===== config.mk =====
export PLATFORM = sky130hd
export DESIGN_NAME = mem_bus_arbiter
export DESIGN_NICKNAME = d
export VERILOG_FILES = /design/src/rtl/core_pkg.sv /design/src/rtl/mem_bus_arbiter.sv
export VERILOG_INCLUDE_DIRS = /design/src /design/src/rtl
export SDC_FILE = /design/constraint.sdc
export NUM_CORES = 1
export LEC_CHECK = 0
export BUFFER_PORTS_ARGS = -buffer_cell sky130_fd_sc_hd__buf_2
export CORE_ASPECT_RATIO = 0.75
export CORE_UTILIZATION = 26
export CTS_CLUSTER_DIAMETER = 30
export CTS_CLUSTER_SIZE = 28
export DETAILED_ROUTE_END_ITERATION = 10
export HOLD_SLACK_MARGIN = 0.05
export PLACE_DENSITY = 0.82
export SKIP_LAST_GASP = 1
export SLEW_MARGIN = 20
export SYNTH_ARGS = -nofsm -noshare
export SYNTH_HDL_FRONTEND = slang
export SYNTH_SLANG_ARGS = --single-unit

===== constraint.sdc =====
create_clock -name clk -period 1.1 [get_ports clk]
set_clock_uncertainty 0.05 [all_clocks]
set_input_delay 0.11 -clock clk [delete_from_list [all_inputs] [get_ports clk]]
set_output_delay 0.11 -clock clk [all_outputs]
set_load 0.02 [all_outputs]

===== src/rtl/core_params.svh =====
// --------------------------------------------------------------------------
// sizes and the fixed non-cacheable window of the data memory system
// addresses are byte addresses, the bus carries word addresses
// an address is uncached when (addr & ~CORE_NC_MASK) == CORE_NC_BASE
// --------------------------------------------------------------------------
`ifndef CORE_PARAMS_SVH
`define CORE_PARAMS_SVH

// byte address width, 4 KB space
`define CORE_ADDR_W 12

// backing ram depth in 32-bit words
`define CORE_RAM_WORDS 1024

// l1 data cache, one word per line
`define CORE_L1D_LINES 8

// top quarter of the ram bypasses the cache
`define CORE_NC_BASE 12'hC00
`define CORE_NC_MASK 12'h3FF

`endif


===== src/rtl/core_pkg.sv =====
// --------------------------------------------------------------------------
// shared types of the memory stage and the data memory system
// bus_req_t carries a word address, byte lanes come from be
// --------------------------------------------------------------------------
`include "core_params.svh"

package core_pkg;

	// access size of a load or store
	typedef enum logic [1:0] {
		SZ_BYTE = 2'd0,
		SZ_HALF = 2'd1,
		SZ_WORD = 2'd2
	} acc_size_t;

	// executed instruction entering the memory stage
	typedef struct packed {
		logic        valid;
		logic        load;
		logic        store;
		acc_size_t   size;
		logic        sign_ext;
		logic        reg_we;
		logic [4:0]  rd;
		logic [31:0] alu_result;
		logic [31:0] st_data;
		logic        bp_sel;
		logic [31:0] bp_data;
	} mem_op_t;

	// write-back result
	typedef struct packed {
		logic        valid;
		logic        reg_we;
		logic [4:0]  rd;
		logic [31:0] data;
	} wb_res_t;

	// one request on a four-phase bus link
	typedef struct packed {
		logic [`CORE_ADDR_W-3:0] addr;
		logic                    we;
		logic [3:0]              be;
		logic [31:0]             wdata;
	} bus_req_t;

	// one data word seen as word, bytes or halfwords
	typedef union packed {
		logic [31:0]      word;
		logic [3:0][7:0]  bytes;
		logic [1:0][15:0] halves;
	} load_word_u;

endpackage


===== src/rtl/mem_bus_arbiter.sv =====
// --------------------------------------------------------------------------
// round-robin arbiter joining two four-phase masters onto one slave
// grants only when idle and adds one cycle from master req to s_req
// grant held until the master req and the slave ack are both low
// --------------------------------------------------------------------------
module mem_bus_arbiter import core_pkg::*; (
	input  logic     clk,
	input  logic     rst,
	input  logic     m0_req,
	input  logic     m1_req,
	input  bus_req_t m0,
	input  bus_req_t m1,
	output logic     m0_ack,
	output logic     m1_ack,
	output logic     s_req,
	output bus_req_t s,
	input  logic     s_ack
);

	logic gnt_vld;
	logic gnt_id;
	logic gnt_done;
	logic last_win;
	logic sel_req;
	logic pick;

	always_comb begin
		sel_req = gnt_id ? m1_req : m0_req;
		// on a tie the loser of the last round goes first
		if (m0_req && m1_req) begin
			pick = ~last_win;
		end else begin
			pick = m1_req;
		end
	end

	// mux of the granted master
	assign s_req  = gnt_vld && !gnt_done && sel_req;
	assign s      = gnt_id ? m1 : m0;
	assign m0_ack = gnt_vld && !gnt_id && s_ack;
	assign m1_ack = gnt_vld && gnt_id && s_ack;

	always_ff @(posedge clk) begin
		if (rst) begin
			gnt_vld  <= 1'b0;
			gnt_id   <= 1'b0;
			gnt_done <= 1'b0;
			last_win <= 1'b0;
		end else if (!gnt_vld) begin
			if (m0_req || m1_req) begin
				gnt_vld  <= 1'b1;
				gnt_id   <= pick;
				gnt_done <= 1'b0;
				last_win <= pick;
			end
		end else begin
			// after the master drops req wait for the slave ack to fall
			if (!sel_req) begin
				gnt_done <= 1'b1;
			end
			if (gnt_done && !s_ack) begin
				gnt_vld <= 1'b0;
			end
		end
	end

	// a rising slave ack lands on a granted master that still requests
	a_ack_route: assert property (@(posedge clk) disable iff (rst)
		$rose(s_ack) |-> (gnt_vld && (gnt_id ? m1_req : m0_req)));

endmodule


==> flow_metrics.tcl <==
set metrics [dict create \
    areaGrowthSynthToFinish_pct 117.9 \
    status "finished with violations" \
    synth_area_leader_cell "mux2_2" \
    dieWidth_um 64.87 \
    hold_viol 0 \
    vias 1144 \
    start_kind "flop" \
    fin_crit_ns 1.456 \
    clock_power_share 0.230 \
    critPathArrivalTime_ns 1.30 \
    grtUsageTotal 0.2021 \
    grt_util_met3 0.05140 \
    critPathRequiredTime_ns 0.94 \
    rows 16 \
    yosysTopAreaCellShare 0.6575 \
    rsz0062_at_grt "true" \
    min-delay-start "m0_req" \
    drt_iter0_markers 30 \
    worstSetupPathType "reg2out" \
    setup_viol 52 \
    yosys-top-cells-area "mux2_2 (66%), buf_6 (8.8%), dfxtp_1 (7.8%)" \
    htreeDepth 1 \
    globalRouteMet2Util 0.3542 \
    nNetsFinal 323 \
    num_antenna_cells 0 \
    top_usage_layer "met2" \
    crit_start "last_win" \
    p_switching_mw 0.5269 \
    dp_hpwl_um 2807 \
    drt-pass1-iter-count 3 \
    worst_hold_path_type "in2reg" \
    chipHeight_um 49.15 \
    yosysWarnings 0 \
    dp_cells 251 \
    clockBufferDepth 2 \
    sequentialPowerShare 0.100 \
    overflow 0 \
    power.density_nw_per_um2 814.3 \
    met1_usage 0.2563 \
    synth_area_um2 770.7 \
    syn_nets 170 \
    cts_tree "done" \
    yosysSeqAreaShare 0.07792 \
    drive_above_1_share 0.9417 \
    fin_crit_sh 1.324 \
    final.setup.worst_slack_ns -0.3564 \
    peakVddDrop_mv 0.7575 \
    violations "setup timing" \
    viasPerCell 4.417 \
    die_area_um2 3188 \
    grt_pass1_wl_um 5147 \
    drt-wirelength-per-cell_um 13.12 \
    ys_seq_elements 3 \
    clk_latency_ns 0.21 \
    placed_cell_area_um2 1535 \
    worstPathMaxFanout 14 \
    stdcell_count 259 \
    final_common_cell "buf_2" \
    floorplan.initialDensity 0.2852 \
    cts_buffers 3 \
    design.core.area_um2 2703 \
    power.internal_mw 0.8403 \
    final_area_um2 1679 \
    worst_pin_slew_ns 0.3018 \
    fmax_mhz 686.6 \
    drv_slew 0 \
    slew_headroom 0.7985 \
    first_global_vias 1125 \
    cts_sinks 3 \
    final_cell_mix "buf_2 (145), mux2_2 (47), clkbuf_8 (3), buf_4 (3)" \
    ys_types 17 \
    worst_r2r_startpoint "last_win" \
    p_leak_nw 0.9085 \
    cts_root_buf "clkbuf_8" \
    antenna_found_initial 0 \
    gp_congestion 0.8559 \
    port_buffers 148 \
    swShare 0.3854 \
    wirelength_um 3397 \
    path_clk_slew_ns 0.03 \
    avgSynthCellArea_um2 10.86 \
    combPwrFrac 0.669 \
    crit_path_end_kind "output port" \
    ant_nets 0 \
    pin_count 149 \
    cap_viol_max_count 0 \
    synthCells 71 \
    drc 0 \
    grt_max_degree 30 \
]
## power by group through the flow
stage | Sequential [mW] | Combinational (mW) | Clock (mW)
detailed placement | 0.135 | 0.861 | 0
CTS | 0.133 | 0.875 | 0.325
floorplan | 0.128 | 0.537 | 0
finish | 0.137 | 0.915 | 0.315
global route | 0.139 | 0.974 | 0.337
global placement | 0.134 | 0.850 | 0
## worst max-delay path, stage by stage (launching register included)
cell and delay, ns:
dfxtp_4 0.40, clkbuf_16 0.19, mux2_2 0.33, buf_2 0.16
## registers in the layout, summed over array words and instances (netlist names)
name / cells
gnt_vld: 1
last_win: 1
gnt_done: 1
## cell usage after synthesis
library cell	n
o21bai_1	1
a311oi_1	1
nor3b_1	1
mux2i_1	1
inv_2	1
nor3_1	1
and3_1	2
nor2b_4	1
nand2b_1	1
a32o_1	1
nor2b_1	1
inv_1	2
buf_6	6
dfxtp_1	3
mux2_2	45
mux2_1	2
a221oi_2	1
## metrics by stage
step	TNS, ns	hold slack [ns]	setup slack (ns)	util	power, mW
finish	-16.32	0.1020	-0.3564	0.6213	1.367
global route	-18.36	0.1115	-0.3914	0.6213	1.450
CTS	-16.60	0.09767	-0.3600	0.5931	1.333
detailed placement	-5.321	0.2621	-0.1334	0.5681	0.9960
global placement	-5.008	0.2673	-0.1318	0.5681	0.9844
floorplan	-0.2371	0.1262	-0.005549	-	0.6656
## worst paths after layout
path	end	cells after the start	slack [ns]
worst max-delay path	s[14]	3	-0.36
worst min register to register	gnt_vld	1	0.44
worst min-delay path	last_win	2	0.10
worst max register to register	gnt_done	3	-0.05
## repair_timing
item,CTS,global route
cloned,0,2
buffers inserted,0,1
setup endpoints to repair,51,51
endpoints found under the hold margin,1,0
resized for setup,2,6
hold buffers,1,0
## area by class of cell
| type | count | area [um^2] |
|---|---|---|
| repair buffers | 154 | 859.6 |
| inverters | 3 | 11.26 |
| clock buffers | 4 | 45.04 |
| flip-flops and latches | 3 | 63.81 |
| fillers | 231 | 1023 |
| multi-input cells | 59 | 654.4 |
| well taps | 36 | 45.04 |
## metal layers
layer  share of wire  routed length, um
met5               0                  0
met4               0                  0
met3           0.063                214
met2            0.52               1779
met1            0.41               1404
## cells by family (layout without fill, tap and decap cells)
family / after synthesis / count (layout) / share of synthesized area
compound gates: 4 / 4 / 0.05357
buf+inv: 9 / 161 / 0.1023
mux: 48 / 48 / 0.6997
simple gates: 7 / 7 / 0.06656
flops: 3 / 3 / 0.07793
Note: power is estimated with default switching activity, not from simulation.
