## config.mk

```make
export PLATFORM = sky130hd
export DESIGN_NAME = mem_stage
export DESIGN_NICKNAME = d
export VERILOG_FILES = /design/src/rtl/core_pkg.sv /design/src/rtl/mem_stage.sv
export VERILOG_INCLUDE_DIRS = /design/src /design/src/rtl
export SDC_FILE = /design/constraint.sdc
export NUM_CORES = 1
export LEC_CHECK = 0
export BUFFER_PORTS_ARGS = -buffer_cell sky130_fd_sc_hd__buf_2
export CAP_MARGIN = 5
export CORE_ASPECT_RATIO = 0.6
export CORE_MARGIN = 4
export CORE_UTILIZATION = 45
export DETAILED_ROUTE_END_ITERATION = 8
export MAX_ROUTING_LAYER = met4
export PLACE_DENSITY = 0.74
export SKIP_LAST_GASP = 1
export SLEW_MARGIN = 20
export SYNTH_ARGS = -nofsm -noshare
export SYNTH_HDL_FRONTEND = slang
export SYNTH_SLANG_ARGS = --single-unit
```

## constraint.sdc

```tcl
create_clock -name clk -period 5.8 [get_ports clk]
set_input_delay 0.29 -clock clk [delete_from_list [all_inputs] [get_ports clk]]
set_output_delay 0.29 -clock clk [all_outputs]
set_load 0.01 [all_outputs]
```

## src/rtl/core_params.svh

```systemverilog
// --------------------------------------------------------------------------
// sizes and the fixed non-cacheable window of the data memory system
// addresses are byte addresses, the bus carries word addresses
// an address is uncached when (addr & ~CORE_NC_MASK) == CORE_NC_BASE
// --------------------------------------------------------------------------
`ifndef CORE_PARAMS_SVH
`define CORE_PARAMS_SVH

// byte address width, 4 KB space
`define CORE_ADDR_W 12

// backing ram depth in 32-bit words
`define CORE_RAM_WORDS 1024

// l1 data cache, one word per line
`define CORE_L1D_LINES 8

// top quarter of the ram bypasses the cache
`define CORE_NC_BASE 12'hC00
`define CORE_NC_MASK 12'h3FF

`endif

```

## src/rtl/core_pkg.sv

```systemverilog
// --------------------------------------------------------------------------
// shared types of the memory stage and the data memory system
// bus_req_t carries a word address, byte lanes come from be
// --------------------------------------------------------------------------
`include "core_params.svh"

package core_pkg;

	// access size of a load or store
	typedef enum logic [1:0] {
		SZ_BYTE = 2'd0,
		SZ_HALF = 2'd1,
		SZ_WORD = 2'd2
	} acc_size_t;

	// executed instruction entering the memory stage
	typedef struct packed {
		logic        valid;
		logic        load;
		logic        store;
		acc_size_t   size;
		logic        sign_ext;
		logic        reg_we;
		logic [4:0]  rd;
		logic [31:0] alu_result;
		logic [31:0] st_data;
		logic        bp_sel;
		logic [31:0] bp_data;
	} mem_op_t;

	// write-back result
	typedef struct packed {
		logic        valid;
		logic        reg_we;
		logic [4:0]  rd;
		logic [31:0] data;
	} wb_res_t;

	// one request on a four-phase bus link
	typedef struct packed {
		logic [`CORE_ADDR_W-3:0] addr;
		logic                    we;
		logic [3:0]              be;
		logic [31:0]             wdata;
	} bus_req_t;

	// one data word seen as word, bytes or halfwords
	typedef union packed {
		logic [31:0]      word;
		logic [3:0][7:0]  bytes;
		logic [1:0][15:0] halves;
	} load_word_u;

endpackage

```

## src/rtl/mem_stage.sv

```systemverilog
// --------------------------------------------------------------------------
// memory stage with one instruction per four-phase op_req/op_ack transaction
// accesses are assumed naturally aligned with no misalignment trap
// cacheable accesses use the c_ port and the fixed window uses the u_ port
// res is held while op_ack is high
// --------------------------------------------------------------------------
`include "core_params.svh"

module mem_stage import core_pkg::*; (
	input  logic        clk,
	input  logic        rst,
	input  logic        op_req,
	input  mem_op_t     op,
	output logic        op_ack,
	output wb_res_t     res,
	output logic        c_req,
	output bus_req_t    c_bus,
	input  logic        c_ack,
	input  logic [31:0] c_rdata,
	output logic        u_req,
	output bus_req_t    u_bus,
	input  logic        u_ack,
	input  logic [31:0] u_rdata
);

	typedef enum logic [1:0] {ST_IDLE, ST_ACCESS, ST_DONE} st_t;

	st_t         state;
	mem_op_t     op_q;
	logic        nc_q;
	logic        is_mem;
	logic        op_nc;
	logic [31:0] st_sel;
	logic [3:0]  be;
	bus_req_t    req_bus;
	logic        port_ack;
	logic [31:0] port_rdata;
	load_word_u  lw;
	logic [7:0]  lane_b;
	logic [15:0] lane_h;
	logic [31:0] ld_val;

	// --------------------------------------------------------------------------
	// request side
	// --------------------------------------------------------------------------
	assign is_mem = op.valid && (op.load || op.store);
	// fixed window decode on the incoming address
	assign op_nc = (op.alu_result[`CORE_ADDR_W-1:0] & ~`CORE_NC_MASK) == `CORE_NC_BASE;

	always_comb begin
		// write-back bypass wins over register data
		st_sel = op_q.bp_sel ? op_q.bp_data : op_q.st_data;
		case (op_q.size)
			SZ_BYTE: be = 4'b0001 << op_q.alu_result[1:0];
			SZ_HALF: be = 4'b0011 << {op_q.alu_result[1], 1'b0};
			default: be = 4'b1111;
		endcase
		req_bus.addr  = op_q.alu_result[`CORE_ADDR_W-1:2];
		req_bus.we    = op_q.store;
		// loads fetch the full word
		req_bus.be    = op_q.store ? be : 4'b1111;
		req_bus.wdata = st_sel << {op_q.alu_result[1:0], 3'b000};
	end

	assign c_bus = req_bus;
	assign u_bus = req_bus;
	// exactly one port per access
	assign c_req = (state == ST_ACCESS) && !nc_q;
	assign u_req = (state == ST_ACCESS) && nc_q;

	// --------------------------------------------------------------------------
	// load alignment
	// --------------------------------------------------------------------------
	assign port_ack   = nc_q ? u_ack : c_ack;
	assign port_rdata = nc_q ? u_rdata : c_rdata;

	always_comb begin
		lw.word = port_rdata;
		lane_b  = lw.bytes[op_q.alu_result[1:0]];
		lane_h  = lw.halves[op_q.alu_result[1]];
		case (op_q.size)
			SZ_BYTE: ld_val = {{24{op_q.sign_ext & lane_b[7]}}, lane_b};
			SZ_HALF: ld_val = {{16{op_q.sign_ext & lane_h[15]}}, lane_h};
			default: ld_val = lw.word;
		endcase
	end

	// op latch for the access phase
	always_ff @(posedge clk) begin
		if (state == ST_IDLE && op_req) begin
			op_q <= op;
			nc_q <= op_nc;
		end
	end

	// handshake fsm and write-back register
	always_ff @(posedge clk) begin
		if (rst) begin
			state  <= ST_IDLE;
			op_ack <= 1'b0;
			res    <= '0;
		end else begin
			case (state)
				ST_IDLE: begin
					if (op_req && is_mem) begin
						state <= ST_ACCESS;
					end else if (op_req) begin
						// non-memory op takes its result straight from the alu
						res.valid  <= op.valid;
						res.reg_we <= op.reg_we;
						res.rd     <= op.rd;
						res.data   <= op.alu_result;
						op_ack     <= 1'b1;
						state      <= ST_DONE;
					end
				end
				ST_ACCESS: begin
					if (port_ack) begin
						res.valid  <= op_q.valid;
						res.reg_we <= op_q.reg_we;
						res.rd     <= op_q.rd;
						res.data   <= op_q.load ? ld_val : op_q.alu_result;
						op_ack     <= 1'b1;
						state      <= ST_DONE;
					end
				end
				default: begin
					// both handshakes back to zero before the next op
					if (!op_req && !port_ack) begin
						op_ack <= 1'b0;
						state  <= ST_IDLE;
					end
				end
			endcase
		end
	end

	// one port at a time and the chosen port matches the bus address window
	a_one_port: assert property (@(posedge clk) disable iff (rst)
		(c_req || u_req) |-> (!(c_req && u_req) &&
			(u_req == (({u_bus.addr, 2'b00} & ~`CORE_NC_MASK) == `CORE_NC_BASE))));

endmodule

```

==> metrics.log <==
[metrics] post-CTS setup buffer count: 0
[metrics] final worst path period share: 44.2%
[metrics] launching element type of the critical path: register
[metrics] power density normalized to cell area: about 310 nW/um^2
[metrics] Crit Path Max Fanout: 50
[metrics] Worst Max-Slew Pin Slew: ~0.84 ns
[metrics] Mapped Nets: 945
[metrics] number of global-route vias before repair: between 6,000 and 7,000
[metrics] f_max: 0.390 GHz
[metrics] reg-to-reg critical path startpoint: nc_q
[metrics] Post-synth top flop: sky130_fd_sc_hd__edfxtp_1
[metrics] number of hold violations in the final report: 0
[metrics] routed wirelength normalized by instance count: roughly 21 um
[metrics] number of standard cells after synthesis: 767
[metrics] Die ar.: ~21,000 um^2
[metrics] wire length of the first global-routing pass: approximately 38 mm
[metrics] crit path time final: 2.56 ns
[metrics] sequential-to-total area share from yosys stat: between 50% and 60%
[metrics] number of core rows: 38
[metrics] CP arrival: approximately 2.8 ns
[metrics] leakage power total: 4.33 nW
[metrics] worst min path class: in2reg
[metrics] CTS Sinks: 152
[metrics] first-iteration detailed-routing DRC count: 690
[metrics] RSZ-0062 raised after global routing: no
[metrics] maximum number of pins on one net before global-route repair: between 70 and 80
[metrics] cell type with the highest aggregate area in the netlist: sky130_fd_sc_hd__edfxtp_1
[metrics] FF+latch count, synth: between 150 and 200
[metrics] commonest cells after routing, fill and taps aside: 313 x sky130_fd_sc_hd__buf_2, 110 x sky130_fd_sc_hd__edfxtp_1, 64 x sky130_fd_sc_hd__mux2i_1
[metrics] global-route usage over all layers: between 20 and 25%
[metrics] cell types with the largest area share after synthesis: sky130_fd_sc_hd__edfxtp_1 40%, sky130_fd_sc_hd__dfxtp_1 10%, sky130_fd_sc_hd__mux2i_1 7.8%
[metrics] # port buffers: roughly 310
[metrics] core outline area: around 18,000 um^2
[metrics] # resized after CTS: 0
[metrics] final routed wirelength across all metal layers: about 26 mm
[metrics] Syn-to-layout area delta: 23.1%
[metrics] width of the chip: 183 um
[metrics] required time at the endpoint of the critical path: between 6 and 7 ns
[metrics] total placed instance area: approximately 9500 um^2
[metrics] Num CTS Buffers: 17
[metrics] Ports: 314
[metrics] number of max-slew violations in the final report: 0
[metrics] count of different cell masters after synthesis: 45
[metrics] Post-CTS Hold Fix Bufs: 0
[metrics] Via-to-Cell Ratio: between 5 and 6
[metrics] worst-case clock buffer depth: 2
[metrics] top cell type's share of synthesized area: between 40% and 50%
[metrics] H-tree levels: 4
[metrics] Setup WS post-layout: around 3.2 ns
[metrics] max-slew headroom at the worst pin: approximately 44%
[metrics] capturing element type of the critical path: register
[metrics] worst clock skew on the final layout: approximately 0.0093 ns
[metrics] total congestion overflow: 0
[metrics] VDD IR max: ~180 uV
[metrics] Worst Setup Slack post-DPL: between 3 and 4 ns
[metrics] Critical Path Start: nc_q
[metrics] status: finished clean
[metrics] setup violators final: 0
[metrics] fraction of registers with async set/reset: 0%
[metrics] worst hold-check slack: between 0.04 and 0.05 ns
[metrics] chip height: about 110 um
[metrics] post-route cell area: roughly 10,000 um^2
[metrics] summed negative setup slack over all endpoints: 0 ns
[metrics] category of the critical setup timing path: reg2reg
[metrics] initial antenna violation count: 4
[metrics] Net count, final: ~1,200
[metrics] number of enable-type register cells in the synthesized netlist: between 100 and 150
[metrics] Pre-Repair DR Iteration Count: 5
[metrics] most common library cell in the layout ignoring fill and taps: sky130_fd_sc_hd__buf_2
[metrics] routability-driven placement congestion ratio: 0.937
[metrics] total number of vias: 6,939
[metrics] Detail Route Antenna Nets: 0
[metrics] starting utilization of the core area: roughly 46%
[metrics] mean cell area of the mapped netlist: 10.8 um^2
[metrics] CTS clk-pin slew, worst paths: around 0.06 ns
[metrics] Clk Tree Root Cell: sky130_fd_sc_hd__clkbuf_16
[metrics] post-synthesis instance area: around 8200 um^2
[metrics] DRC errors left: 0
[metrics] warning count from the yosys run: 0
[metrics] half-perimeter wire length of the detailed placement result: ~19 mm
[metrics] Max Cap Viol: 0
[metrics] layout cell share with drive strength beyond 1: slightly above 40%
[metrics] Clock Latency Late Sink: between 0.4 and 0.5 ns
[metrics] CTS tree: done
[metrics] beginning of the worst hold path: op[61]
==> worst max-delay path: stages (launching register included) <==
cell	delay, ns
sky130_fd_sc_hd__edfxtp_1	0.38
sky130_fd_sc_hd__buf_4	0.54
sky130_fd_sc_hd__mux2_2	0.44
sky130_fd_sc_hd__a22oi_2	0.23
sky130_fd_sc_hd__a311oi_4	0.17
sky130_fd_sc_hd__nor2_4	0.48
sky130_fd_sc_hd__a211oi_1	0.15
==> metal layers <==
metal	GRT usage [%]	routed length, um	up-vias
met2	35.3	11200	372
met5	-	0	-
met4	3.92	158	0
met1	35.1	11700	3323
met3	7.58	2710	14
li1	-	-	3230
==> flip-flops by register name, indices dropped and copies added, names as in the netlist <==
signal / cells
op_q: 98
res: 39
c_bus: 11
state: 2
nc_q: 1
op_ack: 1
==> metrics by stage <==
stage / util (%) / power [mW] / std cells
2_1_floorplan: - / 1.77 / 767
3_3_place_gp: 52.8 / 1.98 / 1216
3_5_place_dp: 52.8 / 1.99 / 1216
4_1_cts: 56.2 / 3.11 / 1248
5_1_grt: 56.3 / 3.23 / 1252
6_report: 56.3 / 3.10 / 1252
==> synth_stat cells, types with 6 or more instances <==
cell type                  count
sky130_fd_sc_hd__dfxtp_1      42
sky130_fd_sc_hd__a211oi_2     10
sky130_fd_sc_hd__a21oi_1      44
sky130_fd_sc_hd__a211oi_1     35
sky130_fd_sc_hd__nand2b_1     20
sky130_fd_sc_hd__buf_2        17
sky130_fd_sc_hd__o22ai_1      13
sky130_fd_sc_hd__nor2_1       56
sky130_fd_sc_hd__and3_1        8
sky130_fd_sc_hd__nor3_1       15
sky130_fd_sc_hd__mux2_2       32
sky130_fd_sc_hd__mux2i_1      64
sky130_fd_sc_hd__buf_4        61
sky130_fd_sc_hd__buf_1         6
sky130_fd_sc_hd__o221ai_1     14
sky130_fd_sc_hd__nor2b_1      36
sky130_fd_sc_hd__o21bai_1     14
sky130_fd_sc_hd__nand2_1      40
sky130_fd_sc_hd__edfxtp_1    110
sky130_fd_sc_hd__o21ai_0      55
sky130_fd_sc_hd__clkbuf_1     29
sky130_fd_sc_hd__and2_1        6
sky130_fd_sc_hd__or2_2         8
==> final cells by class <==
cell class                      count  area (um^2)
Fill cell                        1587         7870
Sequential cell                   152         4140
Multi-Input combinational cell    497         3400
Timing Repair Buffer              326         1690
Clock buffer                       26          543
Tap cell                          240          300
Clock inverter                      6         57.6
Inverter                            2         7.51
Antenna cell                        3         7.51
==> final timing paths <==
kind / endpoint / slack [ns] / cells after the start
setup / recovery: res[16] / 3.24 / 6
hold / removal: op_q[61] / 0.04 / 1
setup reg to reg: res[16] / 3.24 / 6
hold reg to reg: res[2] / 0.51 / 2
==> logic make-up (layout without fill, tap and decap cells) <==
logic type / Yosys count / count (layout) / share of synthesized area [%]
buf+inv: 118 / 360 / 8.72
flops: 152 / 152 / 50.2
other cells: 0 / 3 / 0
mux: 99 / 99 / 12.7
simple gates: 199 / 199 / 12.1
compound gates: 199 / 199 / 16.2
==> power breakdown <==
group          leakage, nW  switching (mW)  total (mW)  internal [mW]
clock network        0.296           0.434        1.12          0.689
registers             1.40          0.0468        1.32           1.27
logic                 2.63           0.394       0.657          0.263
Power figures use the tool's default switching activity.
