## config.mk

```make
export PLATFORM = sky130hd
export DESIGN_NAME = l1d_cache
export DESIGN_NICKNAME = d
export VERILOG_FILES = /design/src/rtl/core_pkg.sv /design/src/rtl/l1d_cache.sv
export VERILOG_INCLUDE_DIRS = /design/src /design/src/rtl
export SDC_FILE = /design/constraint.sdc
export NUM_CORES = 1
export LEC_CHECK = 0
export CAP_MARGIN = 20
export CORE_AREA = 3 3 173 175
export DETAILED_ROUTE_END_ITERATION = 8
export DIE_AREA = 0 0 176 178
export DONT_BUFFER_PORTS = 1
export GPL_TIMING_DRIVEN = 0
export PLACE_DENSITY_LB_ADDON = 0.1
export SKIP_CTS_REPAIR_TIMING = 1
export SLEW_MARGIN = 15
export SYNTH_ARGS = -nofsm -noshare
export SYNTH_HDL_FRONTEND = slang
export SYNTH_SLANG_ARGS = --single-unit
```

## constraint.sdc

```tcl
create_clock -name clk -period 3.4 [get_ports clk]
set_input_delay 0.68 -clock clk [delete_from_list [all_inputs] [get_ports clk]]
set_output_delay 0.68 -clock clk [all_outputs]
set_load 0.02 [all_outputs]
```

## src/rtl/core_params.svh

```systemverilog
// --------------------------------------------------------------------------
// sizes and the fixed non-cacheable window of the data memory system
// addresses are byte addresses, the bus carries word addresses
// an address is uncached when (addr & ~CORE_NC_MASK) == CORE_NC_BASE
// --------------------------------------------------------------------------
`ifndef CORE_PARAMS_SVH
`define CORE_PARAMS_SVH

// byte address width, 4 KB space
`define CORE_ADDR_W 12

// backing ram depth in 32-bit words
`define CORE_RAM_WORDS 1024

// l1 data cache, one word per line
`define CORE_L1D_LINES 8

// top quarter of the ram bypasses the cache
`define CORE_NC_BASE 12'hC00
`define CORE_NC_MASK 12'h3FF

`endif

```

## src/rtl/core_pkg.sv

```systemverilog
// --------------------------------------------------------------------------
// shared types of the memory stage and the data memory system
// bus_req_t carries a word address, byte lanes come from be
// --------------------------------------------------------------------------
`include "core_params.svh"

package core_pkg;

	// access size of a load or store
	typedef enum logic [1:0] {
		SZ_BYTE = 2'd0,
		SZ_HALF = 2'd1,
		SZ_WORD = 2'd2
	} acc_size_t;

	// executed instruction entering the memory stage
	typedef struct packed {
		logic        valid;
		logic        load;
		logic        store;
		acc_size_t   size;
		logic        sign_ext;
		logic        reg_we;
		logic [4:0]  rd;
		logic [31:0] alu_result;
		logic [31:0] st_data;
		logic        bp_sel;
		logic [31:0] bp_data;
	} mem_op_t;

	// write-back result
	typedef struct packed {
		logic        valid;
		logic        reg_we;
		logic [4:0]  rd;
		logic [31:0] data;
	} wb_res_t;

	// one request on a four-phase bus link
	typedef struct packed {
		logic [`CORE_ADDR_W-3:0] addr;
		logic                    we;
		logic [3:0]              be;
		logic [31:0]             wdata;
	} bus_req_t;

	// one data word seen as word, bytes or halfwords
	typedef union packed {
		logic [31:0]      word;
		logic [3:0][7:0]  bytes;
		logic [1:0][15:0] halves;
	} load_word_u;

endpackage

```

## src/rtl/l1d_cache.sv

```systemverilog
// --------------------------------------------------------------------------
// direct-mapped l1 data cache with one word per line
// write-through without write allocate, so stores always go to the bus
// one request at a time on the four-phase c_ link
// --------------------------------------------------------------------------
`include "core_params.svh"

module l1d_cache import core_pkg::*; (
	input  logic        clk,
	input  logic        rst,
	input  logic        c_req,
	input  bus_req_t    c_bus,
	output logic        c_ack,
	output logic [31:0] c_rdata,
	output logic        m_req,
	output bus_req_t    m_bus,
	input  logic        m_ack,
	input  logic [31:0] m_rdata
);

	localparam int IDX_W = $clog2(`CORE_L1D_LINES);
	localparam int TAG_W = `CORE_ADDR_W - 2 - IDX_W;

	typedef enum logic [1:0] {C_IDLE, C_BUS, C_WAIT} cst_t;

	cst_t                       state;
	logic [31:0]                line_data [`CORE_L1D_LINES];
	logic [TAG_W-1:0]           line_tag [`CORE_L1D_LINES];
	logic [`CORE_L1D_LINES-1:0] line_vld;
	bus_req_t                   req_q;
	logic                       hit_q;
	logic [IDX_W-1:0]           idx;
	logic [IDX_W-1:0]           idx_q;
	logic [TAG_W-1:0]           tag;
	logic                       hit;
	load_word_u                 old_w;
	load_word_u                 new_w;
	load_word_u                 merged;

	// lookup on the incoming request
	assign idx   = c_bus.addr[IDX_W-1:0];
	assign tag   = c_bus.addr[`CORE_ADDR_W-3:IDX_W];
	assign hit   = line_vld[idx] && (line_tag[idx] == tag);
	assign idx_q = req_q.addr[IDX_W-1:0];

	// byte merge of a store hit into its line
	always_comb begin
		old_w.word = line_data[idx_q];
		new_w.word = req_q.wdata;
		for (int i = 0; i < 4; i++) begin
			merged.bytes[i] = req_q.be[i] ? new_w.bytes[i] : old_w.bytes[i];
		end
	end

	assign m_req = (state == C_BUS);
	assign m_bus = req_q;

	// --------------------------------------------------------------------------
	// control fsm and line valid bits
	// --------------------------------------------------------------------------
	always_ff @(posedge clk) begin
		if (rst) begin
			state    <= C_IDLE;
			c_ack    <= 1'b0;
			line_vld <= '0;
		end else begin
			case (state)
				C_IDLE: begin
					if (c_req && !c_bus.we && hit) begin
						// read hit acks next cycle
						c_ack <= 1'b1;
						state <= C_WAIT;
					end else if (c_req) begin
						state <= C_BUS;
					end
				end
				C_BUS: begin
					if (m_ack) begin
						c_ack <= 1'b1;
						state <= C_WAIT;
						if (!req_q.we) begin
							line_vld[idx_q] <= 1'b1;
						end
					end
				end
				default: begin
					if (!c_req && !m_ack) begin
						c_ack <= 1'b0;
						state <= C_IDLE;
					end
				end
			endcase
		end
	end

	// line storage and request latch
	always_ff @(posedge clk) begin
		if (state == C_IDLE && c_req) begin
			req_q   <= c_bus;
			hit_q   <= hit;
			c_rdata <= line_data[idx];
		end
		if (state == C_BUS && m_ack) begin
			if (!req_q.we) begin
				// refill
				line_data[idx_q] <= m_rdata;
				line_tag[idx_q]  <= req_q.addr[`CORE_ADDR_W-3:IDX_W];
				c_rdata          <= m_rdata;
			end else if (hit_q) begin
				line_data[idx_q] <= merged.word;
			end
		end
	end

	// bus used only inside a stage request, by a read miss or a store
	a_idle_no_bus: assert property (@(posedge clk) disable iff (rst)
		m_req |-> (c_req && (req_q.we || !hit_q)));

endmodule

```

==> qor.csv, run 1 <==
metric,value,unit
grt ovf,0,
number of global-route vias before repair,8251,
worst relative slew slack,30.29,%
sequential element share of the synthesized area,75.06,%
Worst setup SP type,flop,
CTS Buf Count,41,
"Top FF cell, synth",edfxtp_1,
worst hold slack,0.2461,ns
Area after DPL,16050,um^2
required time at the worst-slack endpoint,3.53,ns
worst r2r src,state[0],
share of layout cells above drive strength 1,20.19,%
boundary pin count,164,
data arrival time of the critical path,3.33,ns
Worst setup EP type,flop,
initial DRC count,707,
Pleak,5.609,nW
Layout Nets,976,
via count,7853,
CTS tree,done,
routed vias/inst,5.995,
core area,28630,um^2
starting density of the core,54.32,%
Fin Clk Skew,0.01598,ns
post-layout minimum cycle time,3.199,ns
Synth Warn #,0,
die area,31330,um^2
Hold Path Cell Cnt,0,
clock-pin transition on the worst setup and hold timing paths,0.06,ns
Slew @ Worst Pin,1.042,ns
f_max,312.6,MHz
WL per Instance,25.74,um
Total GRT Usage,21.56,%
logic gate share of total power,4.9,%
PwrDens,628.0,nW/um^2
Skew-Pair Late Insertion Delay,0.52,ns
syn_nets,932,
max-cap check violation count,0,
GPL Wtd Cong,0.8046,
htree depth,2,
DRT Pass-1 Iters,5,
"EDFF count, synth",360,
synthesis-stage register bit count,403,
worst setup path class,flop to flop,
Yosys cell types,35,
FF-to-FF path depth,5,
mapped cell area,15550,um^2
sw frac,21.93,%
first-pass GRT wire length,49910,um
Final setup viols,0,
Register-to-Register Setup Slack,0.20,ns
RSZ-0062 raised after global routing,no,
hold crit path type,primary input to flop,
hold endpoint,new_w[10],
Hold Path Origin,c_bus[10],
clock sink count,403,
status,"finished, final reports clean",
switching pwr,0.002402,W
pre-CTS setup slack,-0.1399,ns
crit path max fanout,8,
setup TNS,0,ns
"Async S/R FF share, synth",0,%
CTS Root Cell,clkbuf_16,
Final period util,94.07,%
Syn Area/Cell,18.32,um^2
post-route ant nets,0,
"Slew Viols, Final",0,
Internal Power,0.008552,W
Max VDD drop,0.4130,mV
chip height,178,um
antenna cells,0,
initial antenna violation count,0,
Finished Cell Area,17440,um^2
Hold Fails Final Rpt,0,
Synth-to-Final Area Change,12.17,%
Cells after Synth,849,
Max Root-Sink Buffers,3,
Clock power frac,41.5,%
drt total wl,33720,um
Core Rows,62,
port bufs,0,
reg-to-reg critical path endpoint,line_data[7][18],
die width,176,um
Flop pwr share,53.6,%
dpl hpwl,22470,um
drt drc,0,
Final Worst Setup Slack,0.2015,ns
largest net degree at the start of global routing,42,
[per-layer routing]
layer | wire, um | vias to the layer above | global-route usage (%) | part of all wire (%)
met5 | 0 | - | 0 | 0
met4 | 650 | 0 | 5.576 | 1.9
met3 | 2206 | 50 | 4.768 | 6.5
met2 | 16700 | 289 | 35.49 | 50
met1 | 14170 | 4064 | 29.74 | 42
li1 | - | 3450 | - | -
[critical path: stages, from the launching register on]
cell	delay, ns
dfxtp_1	0.43
nor2b_1	0.49
and4_1	0.26
clkbuf_1	0.44
a21oi_1	0.32
nor2_1	0.86
[synthesized netlist by cell type, drive strengths merged, types with 10 or more instances]
library cell / instances / area share (%)
nor2: 61 / 1.5
a21oi: 10 / 0.32
clkbuf: 20 / 0.48
buf: 20 / 0.66
nand2: 73 / 1.8
mux4: 74 / 11
mux2i: 44 / 2.8
dfxtp: 43 / 5.5
o21ai: 67 / 2.2
mux2: 36 / 2.6
edfxtp: 360 / 70
[worst max-delay path by stage]
stage,startpoint,endpoint
detailed placement,m_ack,line_data[2][18]
finish,state[0],line_data[7][18]
CTS,m_bus[36],line_data[2][18]
global route,state[0],line_data[6][17]
floorplan,c_req,hit_q
global placement,c_req,c_rdata[23]
[cells by family after synthesis]
kind of cell    Yosys count  share of synthesized area [%]
compound gates           86                          2.961
xor+xnor                  4                         0.2253
buf+inv                  42                          1.191
flops                   403                          75.06
mux                     154                          16.16
simple gates            160                          4.409
[state kept, by name (all words and copies together) (netlist names)]
| register | count |
|---|---|
| c_rdata | 32 |
| line_vld | 8 |
| c_ack | 1 |
| hit_q | 1 |
| new_w | 32 |
| line_data | 256 |
| line_tag | 56 |
| state | 2 |
| m_bus | 15 |
[layout make-up]
cell class / instances / area [um^2]
repair buffers: 1 / 20.02
fillers: 2059 / 11180
multi-input cells: 404 / 3701
clock buffers: 62 / 1209
well taps: 384 / 480.5
plain buffers: 40 / 181.4
clock inverters: 14 / 171.4
flip-flops and latches: 403 / 11670
inverters: 2 / 7.507
[per-stage QoR]
step,power (W),cells,utilization (%)
2_1_floorplan,0.006312,849,-
3_3_place_gp,0.006498,1233,56.00
4_1_cts,0.01103,1310,60.91
5_1_grt,0.01131,1310,60.93
6_report,0.01095,1310,60.93
3_5_place_dp,0.006525,1234,56.08
[cell usage in the layout (no fill, tap or decap), types with 4 or more instances in the layout]
cell / synthesis / routed
nor2b_1: 4 / 4
mux2i_1: 44 / 44
mux4_2: 74 / 74
xor2_1: 4 / 4
nand3_1: 4 / 4
o21ai_0: 67 / 67
a21oi_1: 10 / 10
clkbuf_8: 0 / 4
edfxtp_1: 360 / 360
buf_2: 10 / 10
nand2_1: 73 / 73
nor2_1: 61 / 60
clkbuf_1: 20 / 33
mux2_2: 36 / 36
bufinv_16: 0 / 4
dfxtp_1: 43 / 43
buf_1: 7 / 7
clkinv_1: 0 / 5
clkbuf_16: 0 / 44
or3_1: 4 / 4
nand3b_1: 4 / 4
[power groups by stage]
stage / Clock [W] / Combinational, W / Sequential, W
detailed placement: 0 / 0.000546 / 0.00598
global route: 0.00483 / 0.000597 / 0.00589
global placement: 0 / 0.000522 / 0.00598
floorplan: 0 / 0.000386 / 0.00593
finish: 0.00455 / 0.000538 / 0.00587
CTS: 0.00461 / 0.000547 / 0.00587
Note: power is estimated with default switching activity, not from simulation.
==> inputs of run 2 (changes only) <==
- CTS_CLUSTER_DIAMETER: unset -> 30
- RECOVER_POWER: unset -> 50
==> run 2 against run 1 <==
Maximum frequency is 2.6% lower. Via count is 3.0% higher. Wire length is 3.4% higher. Clock skew is 0.0070 ns higher. Global-route usage is 0.95 points higher. Setup slack worse by 0.085 ns. Die area stayed put. Highest routed layer unchanged. Critical endpoint is now line_data[6][20]. Hold slack worse by 0.043 ns.
==> qor.csv, run 2 (same netlist as run 1, synthesis figures left out) <==
metric,value,unit
antenna cells,0,
setup TNS,0,ns
clock sink count,403,
Core Rows,62,
WL per Instance,25.36,um
CTS Buf Count,76,
drt total wl,34860,um
largest registers,"line_data: 256 flops, line_tag: 56 flops",
CTS Root Cell,clkbuf_16,
share of layout cells above drive strength 1,23.81,%
dpl hpwl,22470,um
DRT Pass-1 Iters,5,
initial DRC count,570,
Hold Fails Final Rpt,0,
GPL Wtd Cong,0.8046,
pre-CTS setup slack,-0.1399,ns
post-layout minimum cycle time,3.283,ns
Worst setup EP type,flop,
die width,176,um
Skew-Pair Late Insertion Delay,0.57,ns
required time at the worst-slack endpoint,3.57,ns
Internal Power,0.01056,W
Final Worst Setup Slack,0.1169,ns
logic gate share of total power,3.9,%
data arrival time of the critical path,3.45,ns
hold crit path type,primary input to flop,
post-route ant nets,0,
worst relative slew slack,29.76,%
Max Root-Sink Buffers,3,
Buffers & Inverters on Critical Path,1,
initial antenna violation count,0,
via count,8091,
number of global-route vias before repair,8738,
PwrDens,738.0,nW/um^2
Clock power frac,53.3,%
largest net degree at the start of global routing,42,
f_max,304.6,MHz
Final period util,96.56,%
worst setup path class,flop to flop,
Synth-to-Final Area Change,19.67,%
switching pwr,0.003176,W
sw frac,23.13,%
htree depth,3,
first-pass GRT wire length,51980,um
crit path max fanout,8,
grt ovf,0,
Max VDD drop,0.5387,mV
max-cap check violation count,0,
Flop pwr share,42.8,%
clock-pin transition on the worst setup and hold timing paths,0.05,ns
chip height,178,um
"most common cell after layout, fill and taps aside",edfxtp_1,
Critical Path Max Stage Delay,0.87,ns
Worst setup SP type,flop,
Layout Nets,1011,
fin cells,1375,
port bufs,0,
boundary pin count,164,
starting density of the core,54.32,%
Slew @ Worst Pin,1.050,ns
CTS tree,done,
die area,31330,um^2
Pleak,6.144,nW
post-layout util,65.01,%
placed insts,1234,
"Slew Viols, Final",0,
Fin Clk Skew,0.02300,ns
core area,28630,um^2
largest register by flop count,line_data,
Final setup viols,0,
drt drc,0,
Crit path max-delay family,simple AND/OR/NAND/NOR gates,
Largest register FFs,256,
Critical-path top delay cell,nor2_1,
routed vias/inst,5.884,
status,"finished, final reports clean",
most frequent cells in the layout,"edfxtp_1, clkbuf_16, mux4_2",
Total GRT Usage,22.50,%
post-layout total power,0.01373,W
"critical path, cell by cell","nor2b_1, and4_1, clkbuf_1, a21oi_1, nor2_1",
run 2: changes by cell type in the layout (fill, tap and decap cells not counted), moves of 9 or more:
| cell | previous run | this run |
|---|---|---|
| mux2_2 | 36 | 20 |
| clkbuf_16 | 44 | 77 |
| mux2_1 | 0 | 16 |
| inv_6 | 1 | 10 |
| clkinvlp_4 | 0 | 12 |
run 2: per-stage QoR:
step / instance area (um^2) / hold slack, ns
2_1_floorplan: 15550 / 0.4348
3_3_place_gp: 16030 / 0.4440
3_5_place_dp: 16050 / 0.4626
4_1_cts: 18630 / 0.1836
5_1_grt: 18610 / 0.1816
6_report: 18610 / 0.2034
run 2: path summary, 6_finish.rpt:
| path | slack [ns] | endpoint | from | cells past startpoint |
|---|---|---|---|---|
| worst min register to register | 0.47 | line_vld[5] | line_vld[5] | 2 |
| worst max-delay path | 0.12 | line_data[6][20] | state[0] | 5 |
| worst max register to register | 0.12 | line_data[6][20] | state[0] | 5 |
| worst min-delay path | 0.20 | m_bus[33] | c_bus[33] | 0 |
run 2: power groups by stage:
stage               Combinational (W)  Clock, W  Sequential, W
detailed placement           0.000546         0        0.00598
finish                       0.000534   0.00732        0.00588
global route                 0.000593   0.00768        0.00590
global placement             0.000522         0        0.00598
floorplan                    0.000386         0        0.00593
CTS                          0.000551   0.00740        0.00589
run 2: per-layer routing:
metal  GRT usage [%]  vias up  share of wire, %
met2           37.10      357                50
li1                -     3543                 -
met3           6.535       53               8.2
met1           29.38     4138                40
met5               0        -                 0
met4           6.928        0               1.8
run 2: layout make-up:
class / instances / area [um^2]
clock buffers: 89 / 2012
inverters: 2 / 7.507
fillers: 1937 / 10020
repair buffers: 1 / 7.507
multi-input cells: 404 / 3691
flip-flops and latches: 403 / 11670
clock inverters: 52 / 559.3
plain buffers: 40 / 180.2
well taps: 384 / 480.5
==> inputs of run 3 (changes only) <==
- BUFFER_PORTS_ARGS: unset -> -buffer_cell sky130_fd_sc_hd__buf_2
- DONT_BUFFER_PORTS: 1 -> unset
==> run 3 against run 2 <==
Hold slack improved by 0.088 ns. Global-route usage rose by 0.32 points. Sequential power fell by 3%. Maximum frequency rose by 5.8%. Clock-buffer cell count rose by 6. Register-to-register slack improved by 0.18 ns. Die area did not move. Cell count rose by 12%. Utilization rose by 2.9 points. Via count rose by 7.6%. Cell area rose by 4.4%. Clock power rose by 4.1%. Critical path type unchanged. Critical endpoint is now line_data[4][2]. Largest power group unchanged.
==> qor.csv, run 3 (same netlist as run 1, synthesis figures left out) <==
metric,value,unit
status,"finished, final reports clean",
reg-to-reg critical path endpoint,line_data[4][2],
dpl hpwl,22030,um
setup TNS,0,ns
die area,31330,um^2
GPL Wtd Cong,0.7595,
PwrDens,729.3,nW/um^2
Critical-path top delay cell,nor2_1,
sw frac,22.18,%
data arrival time of the critical path,3.27,ns
most frequent cells in the layout,"edfxtp_1, clkbuf_1, clkbuf_16",
grt ovf,0,
Layout Nets,1173,
Largest register FFs,256,
post-layout total power,0.01417,W
first-pass GRT wire length,53090,um
Finished Cell Area,19430,um^2
core area,28630,um^2
Max Root-Sink Buffers,3,
DRT Pass-1 Iters,5,
WL per Instance,22.80,um
Flop pwr share,40.2,%
Synth-to-Final Area Change,24.96,%
CP endpoint,line_data[4][2],
starting density of the core,54.32,%
clock-pin transition on the worst setup and hold timing paths,0.05,ns
switching pwr,0.003143,W
worst hold slack,0.2918,ns
post-layout minimum cycle time,3.104,ns
largest registers,"line_data: 256 flops, line_tag: 56 flops",
Max VDD drop,0.4214,mV
"Slew Viols, Final",0,
max-cap check violation count,0,
Clock power frac,53.8,%
Worst setup SP type,flop,
drt total wl,35070,um
Pleak,6.603,nW
drt drc,0,
Hold Fails Final Rpt,0,
"critical path, cell by cell","nand2_1, nor3_2, clkbuf_1, a21oi_1, nor2_1",
Buffers & Inverters on Critical Path,1,
Internal Power,0.01103,W
chip height,178,um
crit path max fanout,10,
Core Rows,62,
initial antenna violation count,1,
Fin Clk Skew,0.02199,ns
number of cells on the critical path,5,
post-route ant nets,0,
required time at the worst-slack endpoint,3.57,ns
"most common cell after layout, fill and taps aside",edfxtp_1,
Register-to-Register Setup Slack,0.30,ns
via count,8706,
initial DRC count,593,
largest register by flop count,line_data,
RSZ-0062 raised after global routing,no,
worst setup path class,flop to flop,
FF-to-FF path depth,5,
Slew @ Worst Pin,1.032,ns
antenna cells,0,
Worst setup EP type,flop,
Crit path max-delay family,simple AND/OR/NAND/NOR gates,
Critical Path Max Stage Delay,0.85,ns
largest net degree at the start of global routing,53,
number of global-route vias before repair,8839,
Final setup viols,0,
port bufs,162,
Area after DPL,16870,um^2
share of layout cells above drive strength 1,27.21,%
Total GRT Usage,22.82,%
f_max,322.1,MHz
die width,176,um
Skew-Pair Late Insertion Delay,0.56,ns
routed vias/inst,5.661,
hold crit path type,primary input to flop,
logic gate share of total power,6.1,%
Critical Path Start,state[0],
boundary pin count,164,
clock sink count,403,
CTS Buf Count,76,
Final period util,91.30,%
CTS tree,done,
worst relative slew slack,30.96,%
htree depth,3,
worst r2r src,state[0],
CTS Root Cell,clkbuf_16,
run 3: changes by cell type in the layout (fill, tap and decap cells not counted), moves of 2 or more:
cell        delta
clkinv_8       -2
clkinvlp_4     -6
clkinv_2       +6
clkinv_1       -4
clkbuf_4       -2
nor2_1         -8
clkbuf_16      +3
buf_2         +70
inv_6          -4
bufinv_16      +4
clkinv_4       +2
clkbuf_1      +96
nor2_2         +8
run 3: layout make-up:
| cell class | count | area, um^2 |
|---|---|---|
| plain buffers | 40 | 173.9 |
| clock buffers | 95 | 2088 |
| clock inverters | 47 | 569.3 |
| fillers | 1930 | 9194 |
| inverters | 2 | 7.507 |
| multi-input cells | 404 | 3717 |
| flip-flops and latches | 403 | 11670 |
| well taps | 384 | 480.5 |
| repair buffers | 163 | 723.2 |
run 3: metrics by stage:
| stage | cells | setup slack [ns] | util, % |
|---|---|---|---|
| CTS | 1538 | -0.006044 | 68.23 |
| floorplan | 849 | 0.3131 | - |
| finish | 1538 | 0.2956 | 67.88 |
| global route | 1538 | 0.1905 | 67.88 |
| detailed placement | 1396 | -0.3134 | 58.94 |
| global placement | 1395 | -1.570 | 58.83 |
run 3: worst min-delay path by stage:
| stage | startpoint | cells past startpoint | to |
|---|---|---|---|
| CTS | c_bus[32] | 1 | m_bus[32] |
| global placement | line_vld[6] | 2 | line_vld[6] |
| detailed placement | line_vld[4] | 2 | line_vld[4] |
| global route | c_bus[29] | 1 | new_w[29] |
| floorplan | line_vld[4] | 2 | line_vld[4] |
| finish | c_bus[32] | 1 | m_bus[32] |
run 3: per-layer routing:
layer,GRT usage (%),routed length [um]
met3,4.406,2274
met4,7.159,781
met5,0,13
met1,32.50,15130
met2,36.36,16880
run 3: power by group through the flow:
stage / sequential [W] / clock (W) / combinational, W
after floorplan: 0.00593 / 0 / 0.000386
after global routing: 0.00570 / 0.00796 / 0.000938
after detailed placement: 0.00577 / 0 / 0.000909
after global placement: 0.00578 / 0 / 0.000888
final: 0.00569 / 0.00762 / 0.000860
after CTS: 0.00569 / 0.00770 / 0.000915
